$ cat config.mk
export PLATFORM = sky130hd
export DESIGN_NAME = mist_glue_top
export DESIGN_NICKNAME = d
export VERILOG_FILES = /design/src/rtl/mist_glue_pkg.sv /design/src/rtl/back_porch_blank.sv /design/src/rtl/clken_gen.sv /design/src/rtl/loader_bridge.sv /design/src/rtl/mist_glue_top.sv /design/src/rtl/pll_reconfig_seq.sv
export SDC_FILE = /design/constraint.sdc
export NUM_CORES = 1
export LEC_CHECK = 0
export BUFFER_PORTS_ARGS = -buffer_cell sky130_fd_sc_hd__buf_2
export CAP_MARGIN = 10
export CORE_UTILIZATION = 45
export DETAILED_ROUTE_END_ITERATION = 6
export GPL_TIMING_DRIVEN = 0
export PLACE_DENSITY_LB_ADDON = 0.15
export SLEW_MARGIN = 20
export SYNTH_ARGS = -nofsm -noshare
export SYNTH_HDL_FRONTEND = slang
export SYNTH_HIERARCHICAL = 1
export SYNTH_SLANG_ARGS = --single-unit
$ cat constraint.sdc
create_clock -name clk_sys -period 3.8 [get_ports clk_sys]
set_input_delay 0 -clock clk_sys [delete_from_list [all_inputs] [get_ports clk_sys]]
set_output_delay 0 -clock clk_sys [all_outputs]
set_load 0.01 [all_outputs]
$ cat src/rtl/mist_glue_pkg.sv
`default_nettype none

package mist_glue_pkg;

	// bits per colour channel of the core video
	localparam int COLOR_W = 4;

	typedef logic [7:0]  byte_t;       // loader data byte
	typedef logic [31:0] word_t;       // memory bus data word
	typedef logic [3:0]  byte_sel_t;   // byte lane select
	typedef logic [23:0] load_addr_t;  // loader byte address
	typedef logic [7:0]  dio_index_t;  // loader channel index

	// loader indices that carry a ROM image
	localparam dio_index_t ROM_INDEX_A = 8'd1;
	localparam dio_index_t ROM_INDEX_B = 8'd2;

	// pixel base clock profile
	// 00/11 tv 24 MHz, 01 vga 25 MHz, 10 36 MHz
	typedef logic [1:0] pix_sel_t;

	localparam pix_sel_t PIX_SEL_RESET = 2'b10;

	// memory bus request, core side and memory side alike
	typedef struct packed {
		logic       cyc;
		logic       stb;
		logic       we;
		byte_sel_t  sel;
		load_addr_t adr;
		word_t      dat;
	} mem_req_t;

	typedef struct packed {
		logic               hs;
		logic               vs;
		logic [COLOR_W-1:0] r;
		logic [COLOR_W-1:0] g;
		logic [COLOR_W-1:0] b;
	} video_t;

	// pll reconfiguration sequencer
	typedef enum logic [1:0] {
		RCF_IDLE,
		RCF_LOAD,
		RCF_WAIT_IDLE,
		RCF_RUN
	} reconfig_state_e;

endpackage

`default_nettype wire

$ cat src/rtl/back_porch_blank.sv
`default_nettype none

module back_porch_blank (
	input  wire                        clk_sys,
	input  wire                        reset_i,
	input  wire                        ce_pix_i,
	input  wire mist_glue_pkg::pix_sel_t pix_sel_i,
	input  wire mist_glue_pkg::video_t   video_i,
	output mist_glue_pkg::video_t        video_o
);

	logic [7:0]            porch_cnt;
	logic                  tv_mode;
	logic                  porch_done; // counter saturated, window is over
	mist_glue_pkg::video_t video_q;

	// tv profiles blank 256 cycles, the others 64
	assign tv_mode    = (pix_sel_i[0] == pix_sel_i[1]);
	assign porch_done = tv_mode ? (&porch_cnt) : (&porch_cnt[5:0]);

	always_ff @(posedge clk_sys) begin
		if (reset_i) begin
			porch_cnt <= '0;
		end else if (!video_q.hs) begin
			porch_cnt <= '0; // held clear through the sync pulse
		end else if (!porch_done) begin
			porch_cnt <= porch_cnt + 1'b1;
		end
	end

	always_ff @(posedge clk_sys) begin
		if (reset_i) begin
			video_q <= '0;
		end else if (ce_pix_i) begin
			video_q.hs <= video_i.hs;
			video_q.vs <= video_i.vs;
			if (porch_done) begin
				video_q.r <= video_i.r;
				video_q.g <= video_i.g;
				video_q.b <= video_i.b;
			end else begin
				video_q.r <= '0; // forced black
				video_q.g <= '0;
				video_q.b <= '0;
			end
		end
	end

	assign video_o = video_q;

endmodule

`default_nettype wire

$ cat src/rtl/clken_gen.sv
`default_nettype none

module clken_gen #(
	parameter int CLKEN_DIV = 20 // multiple of 4
) (
	input  wire  clk_sys,
	input  wire  reset_i,
	output logic clk2m_en_o,
	output logic clk8m_en_o
);

	localparam int CNT_W   = $clog2(CLKEN_DIV);
	localparam int QUARTER = CLKEN_DIV / 4;

	logic [CNT_W-1:0] div_cnt;
	logic             at_zero;
	logic             at_quarter;

	assign at_zero    = (div_cnt == '0);
	assign at_quarter = at_zero
		|| (div_cnt == CNT_W'(QUARTER))
		|| (div_cnt == CNT_W'(2 * QUARTER))
		|| (div_cnt == CNT_W'(3 * QUARTER));

	always_ff @(posedge clk_sys) begin
		if (reset_i) begin
			div_cnt    <= '0;
			clk2m_en_o <= 1'b0;
			clk8m_en_o <= 1'b0;
		end else begin
			if (div_cnt == CNT_W'(CLKEN_DIV - 1))
				div_cnt <= '0;
			else
				div_cnt <= div_cnt + 1'b1;
			clk2m_en_o <= at_zero;    // once per full count
			clk8m_en_o <= at_quarter; // four times, first one with 2m
		end
	end

endmodule

`default_nettype wire

$ cat src/rtl/loader_bridge.sv
`default_nettype none

module loader_bridge (
	input  wire                          clk_sys,
	input  wire                          reset_i,
	input  wire                          downloading_i,
	input  wire mist_glue_pkg::dio_index_t dio_index_i,
	input  wire                          loader_we_i,
	input  wire mist_glue_pkg::load_addr_t loader_addr_i,
	input  wire mist_glue_pkg::byte_t      loader_data_i,
	input  wire mist_glue_pkg::mem_req_t   core_req_i,
	output logic                         core_ack_o,
	output mist_glue_pkg::mem_req_t        mem_req_o,
	input  wire                          mem_ack_i,
	input  wire                          ram_ready_i,
	input  wire                          reset_button_i,
	output logic                         core_reset_o
);

	logic                     loader_mode;
	logic                     loader_mode_q;
	logic                     loader_stb;
	logic                     rom_ready;
	mist_glue_pkg::byte_sel_t loader_sel;

	assign loader_mode = downloading_i
		&& (dio_index_i == mist_glue_pkg::ROM_INDEX_A
		|| dio_index_i == mist_glue_pkg::ROM_INDEX_B);

	// lane 0 for address 0
	assign loader_sel = mist_glue_pkg::byte_sel_t'(1) << loader_addr_i[1:0];

	always_ff @(posedge clk_sys) begin
		if (reset_i) begin
			loader_stb    <= 1'b0;
			loader_mode_q <= 1'b0;
			rom_ready     <= 1'b0;
		end else begin
			loader_mode_q <= loader_mode;
			if (loader_mode_q && !loader_mode)
				rom_ready <= 1'b1; // download just finished
			if (loader_mode && loader_we_i)
				loader_stb <= 1'b1;
			else if (mem_ack_i)
				loader_stb <= 1'b0; // held until the memory takes it
		end
	end

	always_comb begin
		if (loader_mode) begin
			mem_req_o.cyc = loader_stb;
			mem_req_o.stb = loader_stb;
			mem_req_o.we  = 1'b1;
			mem_req_o.sel = loader_sel;
			mem_req_o.adr = {loader_addr_i[23:2], 2'b00};
			mem_req_o.dat = {4{loader_data_i}}; // same byte on every lane
			core_ack_o    = 1'b0; // core is locked out
		end else begin
			mem_req_o        = core_req_i;
			mem_req_o.cyc    = core_req_i.stb;
			mem_req_o.adr    = {core_req_i.adr[23:2], 2'b00};
			core_ack_o       = mem_ack_i;
		end
	end

	// core held until sdram is up and the rom image is in
	assign core_reset_o = !ram_ready_i || !rom_ready || reset_button_i;

endmodule

`default_nettype wire

$ cat src/rtl/mist_glue_top.sv
`default_nettype none

module mist_glue_top #(
	parameter int CLKEN_DIV        = 20,
	parameter int RECONFIG_TIMEOUT = 1000
) (
	input  wire                          clk_sys,
	input  wire                          reset_i,
	output logic                         clk2m_en_o,
	output logic                         clk8m_en_o,
	input  wire mist_glue_pkg::pix_sel_t   pix_sel_i,
	input  wire                          reconfig_busy_i,
	output logic                         vid_clk_ena_o,
	output logic                         write_from_rom_o,
	output logic                         reconfig_o,
	output logic                         reconfig_reset_o,
	input  wire                          ce_pix_i,
	input  wire mist_glue_pkg::video_t     video_i,
	output mist_glue_pkg::video_t          video_o,
	input  wire                          downloading_i,
	input  wire mist_glue_pkg::dio_index_t dio_index_i,
	input  wire                          loader_we_i,
	input  wire mist_glue_pkg::load_addr_t loader_addr_i,
	input  wire mist_glue_pkg::byte_t      loader_data_i,
	input  wire mist_glue_pkg::mem_req_t   core_req_i,
	output logic                         core_ack_o,
	output mist_glue_pkg::mem_req_t        mem_req_o,
	input  wire                          mem_ack_i,
	input  wire                          ram_ready_i,
	input  wire                          reset_button_i,
	output logic                         core_reset_o
);

	clken_gen #(
		.CLKEN_DIV (CLKEN_DIV)
	) u_clken_gen (
		.clk_sys    (clk_sys),
		.reset_i    (reset_i),
		.clk2m_en_o (clk2m_en_o),
		.clk8m_en_o (clk8m_en_o)
	);

	pll_reconfig_seq #(
		.RECONFIG_TIMEOUT (RECONFIG_TIMEOUT)
	) u_pll_reconfig_seq (
		.clk_sys          (clk_sys),
		.reset_i          (reset_i),
		.pix_sel_i        (pix_sel_i),
		.reconfig_busy_i  (reconfig_busy_i),
		.vid_clk_ena_o    (vid_clk_ena_o),
		.write_from_rom_o (write_from_rom_o),
		.reconfig_o       (reconfig_o),
		.reconfig_reset_o (reconfig_reset_o)
	);

	// same profile select decides the porch length
	back_porch_blank u_back_porch_blank (
		.clk_sys   (clk_sys),
		.reset_i   (reset_i),
		.ce_pix_i  (ce_pix_i),
		.pix_sel_i (pix_sel_i),
		.video_i   (video_i),
		.video_o   (video_o)
	);

	loader_bridge u_loader_bridge (
		.clk_sys        (clk_sys),
		.reset_i        (reset_i),
		.downloading_i  (downloading_i),
		.dio_index_i    (dio_index_i),
		.loader_we_i    (loader_we_i),
		.loader_addr_i  (loader_addr_i),
		.loader_data_i  (loader_data_i),
		.core_req_i     (core_req_i),
		.core_ack_o     (core_ack_o),
		.mem_req_o      (mem_req_o),
		.mem_ack_i      (mem_ack_i),
		.ram_ready_i    (ram_ready_i),
		.reset_button_i (reset_button_i),
		.core_reset_o   (core_reset_o)
	);

endmodule

`default_nettype wire

$ cat src/rtl/pll_reconfig_seq.sv
`default_nettype none

module pll_reconfig_seq #(
	parameter int RECONFIG_TIMEOUT = 1000
) (
	input  wire                       clk_sys,
	input  wire                       reset_i,
	input  wire mist_glue_pkg::pix_sel_t pix_sel_i,
	input  wire                       reconfig_busy_i,
	output logic                      vid_clk_ena_o,
	output logic                      write_from_rom_o,
	output logic                      reconfig_o,
	output logic                      reconfig_reset_o
);

	localparam int TMO_W = $clog2(RECONFIG_TIMEOUT + 1);

	mist_glue_pkg::reconfig_state_e state;
	mist_glue_pkg::pix_sel_t        pix_sel_q; // profile the pll was last set to
	logic [TMO_W-1:0]               timeout_cnt;

	always_ff @(posedge clk_sys) begin
		if (reset_i) begin
			state            <= mist_glue_pkg::RCF_IDLE;
			pix_sel_q        <= mist_glue_pkg::PIX_SEL_RESET;
			timeout_cnt      <= '0;
			vid_clk_ena_o    <= 1'b1;
			write_from_rom_o <= 1'b0;
			reconfig_o       <= 1'b0;
			reconfig_reset_o <= 1'b0;
		end else begin
			// pulse outputs, high for a single cycle when set below
			write_from_rom_o <= 1'b0;
			reconfig_o       <= 1'b0;
			reconfig_reset_o <= 1'b0;

			case (state)
				mist_glue_pkg::RCF_IDLE: begin
					vid_clk_ena_o <= 1'b1;
					pix_sel_q     <= pix_sel_i;
					if (pix_sel_q != pix_sel_i) begin
						// stop video clocks while the pll moves
						vid_clk_ena_o    <= 1'b0;
						write_from_rom_o <= 1'b1;
						state            <= mist_glue_pkg::RCF_LOAD;
					end
				end

				mist_glue_pkg::RCF_LOAD: begin
					state <= mist_glue_pkg::RCF_WAIT_IDLE; // one cycle gap
				end

				mist_glue_pkg::RCF_WAIT_IDLE: begin
					if (!reconfig_busy_i) begin
						reconfig_o  <= 1'b1;
						timeout_cnt <= TMO_W'(RECONFIG_TIMEOUT);
						state       <= mist_glue_pkg::RCF_RUN;
					end
				end

				mist_glue_pkg::RCF_RUN: begin
					timeout_cnt <= timeout_cnt - 1'b1;
					if (timeout_cnt == TMO_W'(1)) begin
						// busy never dropped, kick the reconfig block
						reconfig_reset_o <= 1'b1;
						state            <= mist_glue_pkg::RCF_IDLE;
					end
					// busy is not valid yet in the pulse cycle
					if (!reconfig_o && !reconfig_busy_i)
						state <= mist_glue_pkg::RCF_IDLE;
				end

				default: state <= mist_glue_pkg::RCF_IDLE;
			endcase
		end
	end

endmodule

`default_nettype wire

==> out/metrics.json <==
{
  "firstDrtPassIters": {"value": 4},
  "synthesis.instances": {"value": 330},
  "synth_cell_types": {"value": 53},
  "rsz_0062_raised_after_global_routing": {"value": "false"},
  "dp_hpwl": {"value": 8.77, "unit": "mm"},
  "setup.worst_path.class": {"value": "reg -> reg"},
  "htreeDepth": {"value": 2},
  "syn_area_per_cell": {"value": 10.4, "unit": "sq um"},
  "timing.max_slew.rel_slack": {"value": 64.2, "unit": "%"},
  "design.die.area": {"value": 0.00795, "unit": "sq mm"},
  "data_required_critical_path": {"value": 3.97, "unit": "ns"},
  "async_reset_ff_share": {"value": 0, "unit": "%"},
  "vias_per_cell": {"value": 5.07},
  "synth.top_cell.area_share": {"value": 29.3, "unit": "%"},
  "power.density_cell_area": {"value": 339, "unit": "mW/mm^2"},
  "port-buffer-count": {"value": 206},
  "synth-edff-count": {"value": 0},
  "synth_sequential_area_ratio": {"value": 29.3, "unit": "%"},
  "cp_bufs_invs": {"value": 1},
  "seqCellArea": {"value": 0.00100, "unit": "sq mm"},
  "finalHoldViolations": {"value": 0},
  "tightest_slew": {"value": 0.537, "unit": "ns"},
  "cp_slowest_stage_delay": {"value": 0.46, "unit": "ns"},
  "timing.fmax": {"value": 532, "unit": "MHz"},
  "pin_count_of_the_biggest_net_entering_global_routing": {"value": 17},
  "coreArea": {"value": 0.00729, "unit": "sq mm"},
  "fin_crit": {"value": 1.88, "unit": "ns"},
  "status": {"value": "completed"},
  "grt_usage": {"value": 26.3, "unit": "%"},
  "routed_wl": {"value": 11.0, "unit": "mm"},
  "top_level_ports": {"value": 213},
  "final.fill_count": {"value": 627},
  "synth_area_leaders": {"value": "sky130_fd_sc_hd__dfxtp_1 29%, sky130_fd_sc_hd__mux2_4 24%, sky130_fd_sc_hd__ha_1 4.4%"},
  "latest_clock_arrival_within_the_worst_skew_pair": {"value": 0.30, "unit": "ns"},
  "syn_area": {"value": 0.00342, "unit": "sq mm"},
  "dominantRegCellSynth": {"value": "sky130_fd_sc_hd__dfxtp_1"},
  "antenna_found_initial": {"value": 3},
  "synth.top_cells.by_count": {"value": "55 x sky130_fd_sc_hd__mux2_4, 50 x sky130_fd_sc_hd__dfxtp_1, 26 x sky130_fd_sc_hd__a21oi_1"},
  "tritoncts": {"value": "yes"},
  "via_count": {"value": 3354},
  "setup_violations": {"value": 0},
  "postSynthRegisterBits": {"value": 50},
  "setup_ws": {"value": 1.92, "unit": "ns"},
  "grt_first_pass_wirelength": {"value": 15.7, "unit": "mm"},
  "rows": {"value": 31},
  "finish.net_count": {"value": 701},
  "yosysTopAreaCell": {"value": "sky130_fd_sc_hd__dfxtp_1"},
  "grt.overflow.total": {"value": 0},
  "die-height": {"value": 89.2, "unit": "um"},
  "areaGrowthSynthToFinish": {"value": 42.2, "unit": "%"},
  "start_util": {"value": 46.9, "unit": "%"},
  "yosysWarningCount": {"value": 6},
  "drt-wirelength-per-cell": {"value": 16.6, "unit": "um"},
  "cts_inserted_buffers": {"value": 5},
  "peakVddDrop": {"value": 0.000276, "unit": "V"},
  "preCtsSetupSlack": {"value": 1.97, "unit": "ns"},
  "remaining_drc_errors": {"value": 0},
  "timing.critical_path.arrival": {"value": 2.05, "unit": "ns"},
  "path_max_fanout": {"value": 6},
  "final.period_utilization": {"value": 49.5, "unit": "%"},
  "finalWeightedCongestion": {"value": 0.821},
  "footprint_of_the_multi_input_gates": {"value": 0.00222, "unit": "sq mm"},
  "drtIter0Drc": {"value": 115},
  "cts_max_path_buffers": {"value": 2},
  "timing_max_transition_violations_final": {"value": 0},
  "cts-resized-gates": {"value": 0},
  "worstSetupStartpointType": {"value": "register"},
  "grt_pass1_vias": {"value": 3185},
  "cts.sink_count": {"value": 50},
  "worstPathCellList": {"value": "inv_1, ha_1, nand2b_1, a2111oi_2, xnor2_1, a21oi_1"},
  "timing.critical_path.slowest_stage_cell": {"value": "sky130_fd_sc_hd__a2111oi_2"},
  "chipWidth": {"value": 89.2, "unit": "um"},
  "clk_transition_reported_paths": {"value": 0.09, "unit": "ns"},
  "end_kind": {"value": "register"},
  "synthMostInstantiatedCell": {"value": "sky130_fd_sc_hd__mux2_4"},
  "fin_worst_skew": {"value": 0.0101, "unit": "ns"},
  "worstHoldPathType": {"value": "in -> reg"},
  "final.setup.tns": {"value": 0, "unit": "ns"},
  "clk_root_buffer_cell": {"value": "sky130_fd_sc_hd__clkbuf_8"},
  "timing.critical_path.max_delay_family": {"value": "compound AO/OA/AOI/OAI gates"},
  "leakage": {"value": 2.47, "unit": "nW"},
  "final_layout_size_suffix_gt1_share": {"value": 54.7, "unit": "%"},
  "drv_cap": {"value": 0},
  "tot_pwr": {"value": 1.65, "unit": "mW"},
  "remaining_antenna_violation_count_after_routing": {"value": 0}
}
path summary, 6_finish.rpt:
| check | cells after the start | start | slack (ns) | end |
|---|---|---|---|---|
| max | 6 | u_pll_reconfig_seq/state[0] | 1.92 | u_pll_reconfig_seq/timeout_cnt[6] |
| min | 3 | pix_sel_i[0] | 0.02 | u_pll_reconfig_seq/pix_sel_q[0] |
| max reg2reg | 6 | u_pll_reconfig_seq/state[0] | 1.92 | u_pll_reconfig_seq/timeout_cnt[6] |
| min reg2reg | 2 | u_back_porch_blank/video_o[9] | 0.47 | u_back_porch_blank/video_o[9] |
report_power, final:
part           switching [mW]  internal, mW
logic                   0.286         0.316
clock network           0.171         0.211
registers              0.0720         0.594
total                   0.529          1.12
area by class of cell:
type	instances	area share [%]
diodes	1	0.0514
plain buffers	18	3.11
clock buffers	6	1.70
clock inverters	1	0.617
inverters	13	1.00
multi-input cells	250	45.7
flip-flops and latches	50	20.6
well taps	99	2.55
repair buffers	223	24.7
repair_timing:
item / in CTS / in global routing
hold buffers: 17 / 0
setup buffers: 0 / 0
endpoints found under the hold margin: 16 / 0
per-stage QoR:
stage | area [sq um] | cells | hold WS [ns] | util [%]
detailed placement | 4580 | 636 | 0.248 | 62.8
CTS | 4860 | 660 | 0.0206 | 66.7
global route | 4860 | 661 | 0.0680 | 66.7
global placement | 4580 | 636 | 0.244 | 62.8
floorplan | 3420 | 331 | 0.0691 | -
finish | 4860 | 661 | 0.0181 | 66.7
cell usage in the layout, fill, tap and decap left out, types with 6 or more instances in the layout:
cell,count
sky130_fd_sc_hd__a21oi_1,26
sky130_fd_sc_hd__buf_2,206
sky130_fd_sc_hd__buf_6,7
sky130_fd_sc_hd__clkbuf_1,6
sky130_fd_sc_hd__clkbuf_8,6
sky130_fd_sc_hd__dfxtp_1,50
sky130_fd_sc_hd__dlygate4sd3_1,17
sky130_fd_sc_hd__ha_1,12
sky130_fd_sc_hd__inv_1,13
sky130_fd_sc_hd__mux2_4,55
sky130_fd_sc_hd__mux2i_1,8
sky130_fd_sc_hd__nand2_1,11
sky130_fd_sc_hd__nand2b_1,17
sky130_fd_sc_hd__nand3_1,8
sky130_fd_sc_hd__nand3_2,9
sky130_fd_sc_hd__nor2_1,22
sky130_fd_sc_hd__nor3_1,7
sky130_fd_sc_hd__xnor2_1,6
metal layers:
metal  global-route usage (%)  wire (um)  vias up
met2                     42.8       5190      117
met3                     6.56        801       21
met1                     33.6       4700     1590
li1                         -          -     1626
met4                     10.1        296        0
met5                        0          0        -
cells by family after synthesis:
family	synth area share, %
multiplexers	27.5
XOR/XNOR	3.29
AO/OA/AOI/OAI	9.55
AND/OR/NAND/NOR	20.1
flip-flops	29.3
other	0.110
adder cells (fa/ha/maj)	4.39
buffers and inverters	5.85
state kept, by name (all words and copies together), names as in the netlist, 2 cells and up:
signal / count
u_pll_reconfig_seq/pix_sel_q: 2
u_pll_reconfig_seq/timeout_cnt: 10
u_pll_reconfig_seq/state: 2
u_back_porch_blank/porch_cnt: 8
u_clken_gen/div_cnt: 5
u_back_porch_blank/video_o: 14
worst register-to-register path, cell delays in order (launching register included):
cell and delay, ns:
sky130_fd_sc_hd__dfxtp_1 0.36, sky130_fd_sc_hd__inv_1 0.09, sky130_fd_sc_hd__ha_1 0.26, sky130_fd_sc_hd__nand2b_1 0.33, sky130_fd_sc_hd__a2111oi_2 0.46, sky130_fd_sc_hd__xnor2_1 0.17
sky130_fd_sc_hd__a21oi_1 0.08
Note: power is estimated with default switching activity, not from simulation.
